**src/verilog/esc_pkg.sv**
```systemverilog
// escalation package
// shared widths and counts for the alert escalation block, plus the
// state encoding that the timer reports to the outside

`default_nettype none

package esc_pkg;

  //////////////////////////////
  // widths and counts
  //////////////////////////////

  // timer counter, timeout count and phase cycle counts
  localparam int EscCntDw  = 16;
  // accumulator count and threshold, saturates at 63
  localparam int AccuCntDw = 6;
  // number of escalation signals
  localparam int N_ESC_SEV = 4;
  // number of escalation phases
  localparam int N_PHASES  = 4;
  // width of a phase index
  localparam int PHASE_DW  = 2;

  //////////////////////////////
  // reported timer state
  //////////////////////////////

  // msb set means one of the escalation phases,
  // the two lsbs then hold the phase index
  typedef enum logic [2:0] {
    Idle     = 3'b000,
    Timeout  = 3'b001,
    Terminal = 3'b010,
    FsmError = 3'b011,
    Phase0   = 3'b100,
    Phase1   = 3'b101,
    Phase2   = 3'b110,
    Phase3   = 3'b111
  } cstate_e;

endpackage

`default_nettype wire
```
**src/verilog/esc_top.sv**
```systemverilog
// escalation top level
// chains the alert intake stage, the accumulator and the escalation
// timer into one single-class escalation block

`timescale 1ns/1ps
`default_nettype none

module esc_top (
  input  wire                                                 clk_i,
  input  wire                                                 reset_i,
  // alert event port
  input  wire                                                 alert_valid_i,
  output logic                                                alert_ready_o,
  // configuration
  input  wire                                                 en_i,
  input  wire                                                 clr_i,
  input  wire  [esc_pkg::AccuCntDw-1:0]                       accu_thresh_i,
  input  wire                                                 timeout_en_i,
  input  wire  [esc_pkg::EscCntDw-1:0]                        timeout_cyc_i,
  input  wire  [esc_pkg::N_ESC_SEV-1:0]                       esc_en_i,
  input  wire  [esc_pkg::N_ESC_SEV-1:0][esc_pkg::PHASE_DW-1:0] esc_map_i,
  input  wire  [esc_pkg::N_PHASES-1:0][esc_pkg::EscCntDw-1:0]  phase_cyc_i,
  input  wire  [esc_pkg::PHASE_DW-1:0]                        crashdump_phase_i,
  // status and escalation outputs
  output logic [esc_pkg::AccuCntDw-1:0]                       accu_cnt_o,
  output logic                                                latch_crashdump_o,
  output logic                                                esc_trig_o,
  output logic [esc_pkg::EscCntDw-1:0]                        esc_cnt_o,
  output logic [esc_pkg::N_ESC_SEV-1:0]                       esc_sig_req_o,
  output esc_pkg::cstate_e                                    esc_state_o
);

  // intake to accumulator
  logic intake_valid;
  logic accu_ready;
  // accumulator to timer
  logic accu_trig;
  logic accu_fail;

  //////////////////////////////
  // pipeline stages
  //////////////////////////////

  alert_intake u_intake (
    .clk_i          (clk_i),
    .reset_i        (reset_i),
    .alert_valid_i  (alert_valid_i),
    .alert_ready_o  (alert_ready_o),
    .accu_ready_i   (accu_ready),
    .intake_valid_o (intake_valid)
  );

  alert_accu u_accu (
    .clk_i          (clk_i),
    .reset_i        (reset_i),
    .clr_i          (clr_i),
    .intake_valid_i (intake_valid),
    .accu_ready_o   (accu_ready),
    .accu_thresh_i  (accu_thresh_i),
    .accu_cnt_o     (accu_cnt_o),
    .accu_trig_o    (accu_trig),
    .accu_fail_o    (accu_fail)
  );

  esc_timer u_timer (
    .clk_i             (clk_i),
    .reset_i           (reset_i),
    .en_i              (en_i),
    .clr_i             (clr_i),
    .accu_trig_i       (accu_trig),
    .accu_fail_i       (accu_fail),
    .timeout_en_i      (timeout_en_i),
    .timeout_cyc_i     (timeout_cyc_i),
    .esc_en_i          (esc_en_i),
    .esc_map_i         (esc_map_i),
    .phase_cyc_i       (phase_cyc_i),
    .crashdump_phase_i (crashdump_phase_i),
    .latch_crashdump_o (latch_crashdump_o),
    .esc_trig_o        (esc_trig_o),
    .esc_cnt_o         (esc_cnt_o),
    .esc_sig_req_o     (esc_sig_req_o),
    .esc_state_o       (esc_state_o)
  );

endmodule

`default_nettype wire

```
**src/verilog/esc_timer.sv**
```systemverilog
// escalation timer
// walks through four timed escalation phases once triggered by the
// accumulator or by an expired interrupt timeout. the phase counter is
// shared with the timeout. each phase asserts the escalation signals
// mapped to it, and an accumulator overflow locks the FSM in an error
// state with every escalation signal asserted.

`timescale 1ns/1ps
`default_nettype none

module esc_timer (
  input  wire                                                 clk_i,
  input  wire                                                 reset_i,
  // enables timeout and escalation
  input  wire                                                 en_i,
  // aborts escalation
  input  wire                                                 clr_i,
  input  wire                                                 accu_trig_i,
  input  wire                                                 accu_fail_i,
  input  wire                                                 timeout_en_i,
  input  wire  [esc_pkg::EscCntDw-1:0]                        timeout_cyc_i,
  input  wire  [esc_pkg::N_ESC_SEV-1:0]                       esc_en_i,
  // phase each escalation signal belongs to
  input  wire  [esc_pkg::N_ESC_SEV-1:0][esc_pkg::PHASE_DW-1:0] esc_map_i,
  input  wire  [esc_pkg::N_PHASES-1:0][esc_pkg::EscCntDw-1:0]  phase_cyc_i,
  input  wire  [esc_pkg::PHASE_DW-1:0]                        crashdump_phase_i,
  output logic                                                latch_crashdump_o,
  output logic                                                esc_trig_o,
  output logic [esc_pkg::EscCntDw-1:0]                        esc_cnt_o,
  output logic [esc_pkg::N_ESC_SEV-1:0]                       esc_sig_req_o,
  output esc_pkg::cstate_e                                    esc_state_o
);

  esc_pkg::cstate_e state_d, state_q;

  logic [esc_pkg::EscCntDw-1:0] cnt_q;
  logic [esc_pkg::EscCntDw-1:0] thresh;
  logic                         cnt_en;
  logic                         cnt_clr;
  logic                         cnt_ge;
  logic                         in_phase;
  logic                         fsm_error;
  logic                         esc_start;
  logic [esc_pkg::PHASE_DW-1:0] phase_idx;
  logic [esc_pkg::N_PHASES-1:0] phase_oh;

  //////////////////////////////
  // phase decode
  //////////////////////////////

  // msb of the state marks a phase, the lsbs are its index
  assign in_phase  = state_q[2];
  assign phase_idx = state_q[esc_pkg::PHASE_DW-1:0];
  assign phase_oh  = in_phase ? (esc_pkg::N_PHASES'(1) << phase_idx) : '0;

  // crash dump request held for the selected phase
  assign latch_crashdump_o = in_phase & (phase_idx == crashdump_phase_i);

  // threshold picked by state, timeout count outside the phases
  assign thresh = in_phase ? phase_cyc_i[phase_idx] : timeout_cyc_i;
  assign cnt_ge = (cnt_q >= thresh);

  // an accumulator trigger only counts when enabled and not clearing
  assign esc_start = accu_trig_i & en_i & ~clr_i;

  //////////////////////////////
  // main FSM
  //////////////////////////////

  always_comb begin
    state_d    = state_q;
    cnt_en     = 1'b0;
    cnt_clr    = 1'b0;
    esc_trig_o = 1'b0;
    fsm_error  = 1'b0;

    unique case (state_q)
      // counter rests at zero here, so a zero timeout gives cnt_ge
      esc_pkg::Idle: begin
        cnt_clr = 1'b1;
        if (esc_start) begin
          state_d    = esc_pkg::Phase0;
          cnt_en     = 1'b1;
          esc_trig_o = 1'b1;
        end else if (en_i && timeout_en_i && !cnt_ge && !clr_i) begin
          state_d = esc_pkg::Timeout;
          cnt_en  = 1'b1;
        end
      end

      // interrupt timeout running, trigger takes precedence
      esc_pkg::Timeout: begin
        if (clr_i) begin
          state_d = esc_pkg::Idle;
          cnt_clr = 1'b1;
        end else if (esc_start || (cnt_ge && timeout_en_i)) begin
          state_d    = esc_pkg::Phase0;
          cnt_clr    = 1'b1;
          cnt_en     = 1'b1;
          esc_trig_o = 1'b1;
        end else if (timeout_en_i) begin
          cnt_en = 1'b1;
        end else begin
          // timeout switched off, back to idle
          state_d = esc_pkg::Idle;
          cnt_clr = 1'b1;
        end
      end

      // all four phases share one body, only thresh and index differ
      esc_pkg::Phase0, esc_pkg::Phase1, esc_pkg::Phase2, esc_pkg::Phase3: begin
        cnt_en = 1'b1;
        if (clr_i) begin
          state_d = esc_pkg::Idle;
          cnt_clr = 1'b1;
          cnt_en  = 1'b0;
        end else if (cnt_ge) begin
          cnt_clr = 1'b1;
          if (state_q == esc_pkg::Phase3) begin
            state_d = esc_pkg::Terminal;
            cnt_en  = 1'b0;
          end else begin
            // next phase, counter restarts at 1
            state_d = esc_pkg::cstate_e'(state_q + 3'd1);
          end
        end
      end

      // escalation done, only a clear leaves
      esc_pkg::Terminal: begin
        cnt_clr = 1'b1;
        if (clr_i) begin
          state_d = esc_pkg::Idle;
        end
      end

      // locked until reset, counter holds
      esc_pkg::FsmError: begin
        fsm_error = 1'b1;
      end

      default: begin
        state_d = esc_pkg::FsmError;
      end
    endcase

    // overflow in the accumulator overrides everything
    if (accu_fail_i) begin
      state_d = esc_pkg::FsmError;
    end
  end

  assign esc_state_o = state_q;

  //////////////////////////////
  // escalation signal mapping
  //////////////////////////////

  logic [esc_pkg::N_ESC_SEV-1:0][esc_pkg::N_PHASES-1:0] esc_map_oh;

  for (genvar k = 0; k < esc_pkg::N_ESC_SEV; k++) begin : gen_sig_map
    // one-hot phase of signal k, empty when disabled
    assign esc_map_oh[k] = esc_pkg::N_PHASES'(esc_en_i[k]) << esc_map_i[k];
    assign esc_sig_req_o[k] = (|(esc_map_oh[k] & phase_oh)) | fsm_error;
  end

  //////////////////////////////
  // registers
  //////////////////////////////

  always_ff @(posedge clk_i) begin
    if (reset_i) begin
      state_q <= esc_pkg::Idle;
    end else begin
      state_q <= state_d;
    end
  end

  // clr with en loads 1 on phase entry, clr alone zeroes
  always_ff @(posedge clk_i) begin
    if (reset_i) begin
      cnt_q <= '0;
    end else if (cnt_clr && cnt_en) begin
      cnt_q <= esc_pkg::EscCntDw'(1);
    end else if (cnt_clr) begin
      cnt_q <= '0;
    end else if (cnt_en) begin
      cnt_q <= cnt_q + 1'b1;
    end
  end

  assign esc_cnt_o = cnt_q;

endmodule

`default_nettype wire

```
**src/verilog/alert_accu.sv**
```systemverilog
// alert accumulator
// counts the alerts taken from the intake stage and saturates at the top
// of the count range. raises the escalation trigger once the stored count
// has reached the programmed threshold, and flags an overflow as a
// sticky failure.

`timescale 1ns/1ps
`default_nettype none

module alert_accu (
  input  wire                             clk_i,
  input  wire                             reset_i,
  input  wire                             clr_i,
  // event from the intake stage
  input  wire                             intake_valid_i,
  output logic                            accu_ready_o,
  // threshold and count
  input  wire  [esc_pkg::AccuCntDw-1:0]   accu_thresh_i,
  output logic [esc_pkg::AccuCntDw-1:0]   accu_cnt_o,
  // towards the timer
  output logic                            accu_trig_o,
  output logic                            accu_fail_o
);

  logic [esc_pkg::AccuCntDw-1:0] accu_cnt_q;
  logic                          fail_q;
  logic                          consume;
  logic                          cnt_max;

  //////////////////////////////
  // consume and trigger
  //////////////////////////////

  // alerts are refused while a clear is in progress
  assign accu_ready_o = ~clr_i;
  assign consume      = intake_valid_i & accu_ready_o;

  // count sits at the top of its range
  assign cnt_max = &accu_cnt_q;

  // compare against the stored count, so alert thresh+1 fires
  assign accu_trig_o = consume & (accu_cnt_q >= accu_thresh_i);

  assign accu_cnt_o  = accu_cnt_q;
  assign accu_fail_o = fail_q;

  //////////////////////////////
  // counter
  //////////////////////////////

  always_ff @(posedge clk_i) begin
    if (reset_i) begin
      accu_cnt_q <= '0;
    end else if (clr_i) begin
      accu_cnt_q <= '0;
    end else if (consume && !cnt_max) begin
      accu_cnt_q <= accu_cnt_q + 1'b1;
    end
  end

  //////////////////////////////
  // overflow flag
  //////////////////////////////

  // sticky until reset, a clear does not remove it
  always_ff @(posedge clk_i) begin
    if (reset_i) begin
      fail_q <= 1'b0;
    end else if (consume && cnt_max) begin
      fail_q <= 1'b1;
    end
  end

endmodule

`default_nettype wire

```
**src/verilog/alert_intake.sv**
```systemverilog
// alert intake stage
// one-entry skid register between the alert source and the accumulator.
// the source only sees back-pressure while the accumulator refuses
// to take the pending event.

`timescale 1ns/1ps
`default_nettype none

module alert_intake (
  input  wire  clk_i,
  input  wire  reset_i,
  // source side
  input  wire  alert_valid_i,
  output logic alert_ready_o,
  // accumulator side
  input  wire  accu_ready_i,
  output logic intake_valid_o
);

  //////////////////////////////
  // handshakes
  //////////////////////////////

  // one pending event at most
  logic full_q;
  logic accept;
  logic drain;

  // held event leaves when the accumulator takes it
  assign drain = full_q & accu_ready_i;

  // room when empty, or when the held event drains this cycle
  assign alert_ready_o = ~full_q | accu_ready_i;
  assign accept        = alert_valid_i & alert_ready_o;

  assign intake_valid_o = full_q;

  //////////////////////////////
  // full flag
  //////////////////////////////

  always_ff @(posedge clk_i) begin
    if (reset_i) begin
      full_q <= 1'b0;
    end else if (accept) begin
      // new event replaces a draining one, or fills the empty slot
      full_q <= 1'b1;
    end else if (drain) begin
      full_q <= 1'b0;
    end
  end

endmodule

`default_nettype wire

```
**config.mk**
```make
export PLATFORM = sky130hd
export DESIGN_NAME = esc_top
export DESIGN_NICKNAME = d
export VERILOG_FILES = /design/src/verilog/esc_pkg.sv /design/src/verilog/esc_top.sv /design/src/verilog/esc_timer.sv /design/src/verilog/alert_accu.sv /design/src/verilog/alert_intake.sv
export SDC_FILE = /design/constraint.sdc
export NUM_CORES = 1
export LEC_CHECK = 0
export ABC_AREA = 1
export BUFFER_PORTS_ARGS = -buffer_cell sky130_fd_sc_hd__buf_4
export CAP_MARGIN = 20
export CORE_UTILIZATION = 40
export DETAILED_ROUTE_END_ITERATION = 8
export PLACE_DENSITY_LB_ADDON = 0.3
export SYNTH_ARGS = -nofsm -noshare
export SYNTH_HDL_FRONTEND = slang
export SYNTH_HIERARCHICAL = 1
export SYNTH_SLANG_ARGS = --single-unit
```
**constraint.sdc**
```tcl
create_clock -name clk_i -period 4.18 [get_ports clk_i]
set_input_delay 0.836 -clock clk_i [delete_from_list [all_inputs] [get_ports clk_i]]
set_output_delay 0.836 -clock clk_i [all_outputs]
set_load 0.01 [all_outputs]
```
After elaboration in Yosys (flattened, before gate mapping)
Cells that the tools add are included.

word-level totals
  flip-flop bits (word level) = 27
  output and inout port bits = 32
  word-level logic and storage cells = 119

operators by class
  add/sub/neg operators = 3
  $lt $le $gt $ge = 3
  eq/ne operators = 16
  shift-type cells = 5
  multiplexer cells = 40
  bitwise logic cells = 17
  reductions and logical operators = 28

operators with widths
  operator               count
  $bmux 16 s2            1
  $mux 16                2
  $mux 3                 9
  $mux 1                 22
  $reduce_or 4->1        5
  $add 16x1->16 const B  1
  $and 4x4->4            4
  $ge 16x16->1           1
  $shl 1x2->4            4
  $eq 3x3->1 const B     4
  $pmux 3 s4             1
  $reduce_and 5->1       2
  $ne 4x3->1 const B     2
  $logic_and 1x1->1      7
  $add 6x1->6 const B    1
  $and 1x1->1            6
  $eq 3x2->1 const B     2
  $ge 6x6->1             1
  $pmux 1 s3             2
  $reduce_and 6->1       1
  $reduce_or 2->1        3
  $ne 5x4->1 const B     1
  $or 1x1->1             5
  $reduce_bool 5->1      1
  other kinds (21)       24

Logic depth before layout (Yosys ltp)
  depth in word-level cells = 13
  gate-level depth with buffers = 22

Hierarchy
Netlist, hierarchy kept.

modules (own cells, without submodules)
  module        instances  cells an instance  area each (um^2)
  esc_timer     1          420                2,558.7
  alert_accu    1          78                 525.5
  alert_intake  1          5                  42.5

Worst setup path after synthesis
OpenSTA, ideal clock, no wires.

  path type = register to output
  start = register u_timer.state_q[0] (netlist: u_timer/esc_state_o[0])
  end = output port esc_trig_o
  arrival = 2.458 ns
  required time = 3.344 ns
  path slack = 0.886 ns
  cell stages (with the launch flop) = 16
  buffers on the path = 2
  cell sequence = dfxtp_1 -> clkbuf_1 -> clkinv_1 -> clkbuf_1 -> nor2_1 -> o22ai_1 -> mux2i_1 -> ha_1 -> a21oi_1 -> o21ai_0 -> a21oi_2 -> nand2_1 -> nand2_1 -> nand2_1 -> nand2_1 -> o21ai_0

on the way
  word-level cells in the longest chain between the ends = 9

RTL lines
  item                           RTL line          text
  start, declared                esc_timer.sv:34   esc_pkg::cstate_e state_d, state_q;
  start signal, assigned         esc_timer.sv:173  state_q <= esc_pkg::Idle;
  start signal, assigned         esc_timer.sv:175  state_q <= state_d;
  $bmux 16 s2                    esc_timer.sv:60   assign thresh = in_phase ? phase_cyc_i[phase_idx] : timeout_cyc_i;
  $mux 16 (implied by the code)  esc_timer.sv:60
  $mux 16                        esc_timer.sv:60
  $ge 16x16->1                   esc_timer.sv:61   assign cnt_ge = (cnt_q >= thresh);
  $logic_and 1x1->1              esc_timer.sv:96   end else if (esc_start || (cnt_ge && timeout_en_i)) begin
  $logic_or 1x1->1               esc_timer.sv:96
  $mux 1                         esc_timer.sv:96
  $mux 1                         esc_timer.sv:93   if (clr_i) begin
  $pmux 1 s2 *                   esc_timer.sv:77   unique case (state_q)
  end, declared                  esc_top.sv:27     output logic esc_trig_o,

Every way passes the cells marked *; elsewhere a longest branch is shown, timed or not. The select of a mux whose other input is x is not followed.

Worst setup path after layout
Same ends and word-level chain as after synthesis.

==> impl_results.md <==
- Die height: 90.4 um
- Synth unique cells: 37
- Floorplan row count: 31
- Multi-input combinational cell area: 0.00231 mm2
- Post-Syn Instances: 503
- ANT cells: 0
- Core area: 0.00741 mm2
- Seq cells post-synth: 27
- Largest net degree at the start of global routing: 38
- Total power: 1.14 mW
- Starting Density: 42.2%
- Vias post-DR: 3814
- Number of global-route vias before repair: 3434
- Buffers on Ports: 137
- CP Capture Type: primary output
- Async set or reset register ratio after synthesis: 0%
- Hold WS: 0.506 ns
- Met1 Usage GRT: 30.9%
- HPWL Detailed: 7830 um
- Top FF cell, synth: dfxtp_1
- Max-slew violations: 0
- Post-placement cell area: 0.00423 mm2
- Syn avg cell area: 6.22 um2
- First-pass GRT wire length: 16000 um
- Gr usage total: 23.5%
- Fillers: 764
- Met2 Use GR: 40.8%
- DRC viols: 0
- Setup Slack @ Placement: 0.545 ns
- Setup ws final: 0.462 ns
- Worst skew pair latency: 0.27 ns
- # hold bufs at CTS: 0
- Initial antenna violation count: 0
- GRT met3 Usage: 2.95%
- Area leader, netlist: dfxtp_1
- Detailed Route Iter0 Violations: 193
- Final min period: 3.72 ns
- Worst hold path type: register to register
- Endpoints failing setup: 0
- Full die area: 0.00817 mm2
- Total CTS buffers: 3
- RSZ-0062 raised after global routing: false
- Pwr Density: 266 mW/mm2
- Layer with the highest usage: met2
- GR Overflow Total: 0
- # nets final: 771
- Crit path launch type: register
- Status: completed
- Share of the synthesized area in the top cell type: 17.3%
- Final Skew: 0.00989 ns
- H-tree Lvls: 1
- Share of cells above drive strength 1: 27.8%
- Syn Nets: 639
- Clock transition time at the flip-flop clock pins of the worst setup and hold paths: 0.10 ns
- DRT Wirelength: 9960 um
- Synth top area cells: dfxtp_1 (17%), nand2_1 (12%), ha_1 (12%), nor2_1 (9.5%), o21ai_0 (8.0%)
- Clk buf depth: 2
- Final ANT Viol Nets: 0
- Period Utilization, post-route: 88.9%
- Slew Limit Headroom: 64.3%
- Syn Std Cell Area: 0.00313 mm2
- Setup TNS: 0 ns
- Fmax: 0.269 GHz
- Slew @ Worst Pin: 0.535 ns
- CTS tree: yes
- First-pass detailed-route iteration total: 5
- Number of flops mapped to enable cells by yosys: 0
- Root buffer cell: clkbuf_8
- Die Wd: 90.4 um
- Wire per inst: 13.6 um
- Reg area: 541 um2
- Final-report hold violation count: 0
- CTS sink cnt: 27
- IR Drop Worst-Case VDD: 0.138 mV
- P&R area growth vs syn: 37.4%
- Leak: 2.14 nW
- Ys Warns: 6
- Placer Congestion: 0.944
- Sequential area share after synthesis: 17.3%
- Max capacitance violation total: 0
- Worst endpoint required time: 3.34 ns
- Via density: 5.20
- CP max FO: 33
- Top post-synthesis cells by count: nand2_1 (102), nor2_1 (79), o21ai_0 (50)
- WS Path Type: register to primary output
- Number of top-level pins: 138
- Final instance area: 0.00430 mm2
- Most numerous cell in the Yosys netlist: nand2_1
- CP arrival: 2.88 ns
==> flip-flops by register name (all words and copies together) (netlist names) <==
name,cells
u_accu/accu_fail_o,1
u_intake/intake_valid_o,1
u_timer/esc_cnt_o,16
u_accu/accu_cnt_o,6
u_timer/esc_state_o,3
==> stage by stage <==
step,util [%],instances
2_1_floorplan,-,503
3_3_place_gp,57.1,727
3_5_place_dp,57.1,727
4_1_cts,57.7,731
5_1_grt,58.0,733
6_report,58.0,733
==> layer usage <==
layer  up-vias  share of wire [%]
li1       1944                  -
met1      1719                 44
met2       143                 48
met3         8                6.4
met4         0               0.91
met5         -                  0
==> logic make-up after synthesis <==
logic type | Yosys count | share of synthesized area, %
AOI/OAI and AO/OA | 111 | 20.0
xor gates and xnor gates | 14 | 3.92
adders and majority gates | 30 | 12.0
buffers and inverters | 70 | 8.96
DFF | 27 | 17.3
muxes | 15 | 4.80
and+or+nand+nor | 236 | 33.0
==> cell type report <==
| cell class | instances | share of cell area, % |
|---|---|---|
| well taps | 99 | 2.88 |
| repair buffers | 141 | 24.6 |
| multi-input cells | 406 | 53.7 |
| clock buffers | 3 | 0.961 |
| flip-flops and latches | 27 | 12.6 |
| repair inverters | 1 | 0.175 |
| clock inverters | 1 | 0.117 |
| inverters | 55 | 4.95 |
==> report_power, final <==
group	internal, mW	switching, mW	leakage [nW]
sequential	0.268	0.0265	0.218
clock	0.0668	0.0856	0.0255
combinational	0.271	0.422	1.90
==> cell usage in the layout, fill, tap and decap left out, drive strengths merged, types with 9 or more instances in the layout <==
cell type / instances
inv: 53
dfxtp: 27
buf: 141
nor2: 83
mux2i: 15
ha: 30
xor2: 12
nand3: 21
o21ai: 52
nand2: 112
nand4: 9
o22ai: 15
a21oi: 31
==> path summary, 6_finish.rpt <==
check                           slack, ns                     from  cells past startpoint                      end
worst max-delay path                 0.46   u_timer/esc_state_o[0]                     14               esc_trig_o
worst min-delay path                 0.51  u_intake/intake_valid_o                      2  u_intake/intake_valid_o
worst max register to register       0.94   u_timer/esc_state_o[2]                     12     u_timer/esc_cnt_o[5]
worst min register to register       0.51  u_intake/intake_valid_o                      2  u_intake/intake_valid_o
==> critical path, cell delays in order, from the launching register on <==
cell,delay (ns)
dfxtp_1,0.44
buf_4,0.32
o21ai_0,0.14
o22ai_1,0.20
mux2i_1,0.10
ha_1,0.31
a21oi_1,0.12
o21ai_0,0.11
a21oi_2,0.29
nand2_1,0.09
nand2_1,0.08
nand2_1,0.07
nand2_1,0.07
o21ai_0,0.09
buf_4,0.15
==> what timing repair did <==
action | CTS | global route
endpoints found under the setup margin | 0 | 1
buffers inserted | 0 | 1
resized for setup | 0 | 2
(Power assumes the default switching activity.)
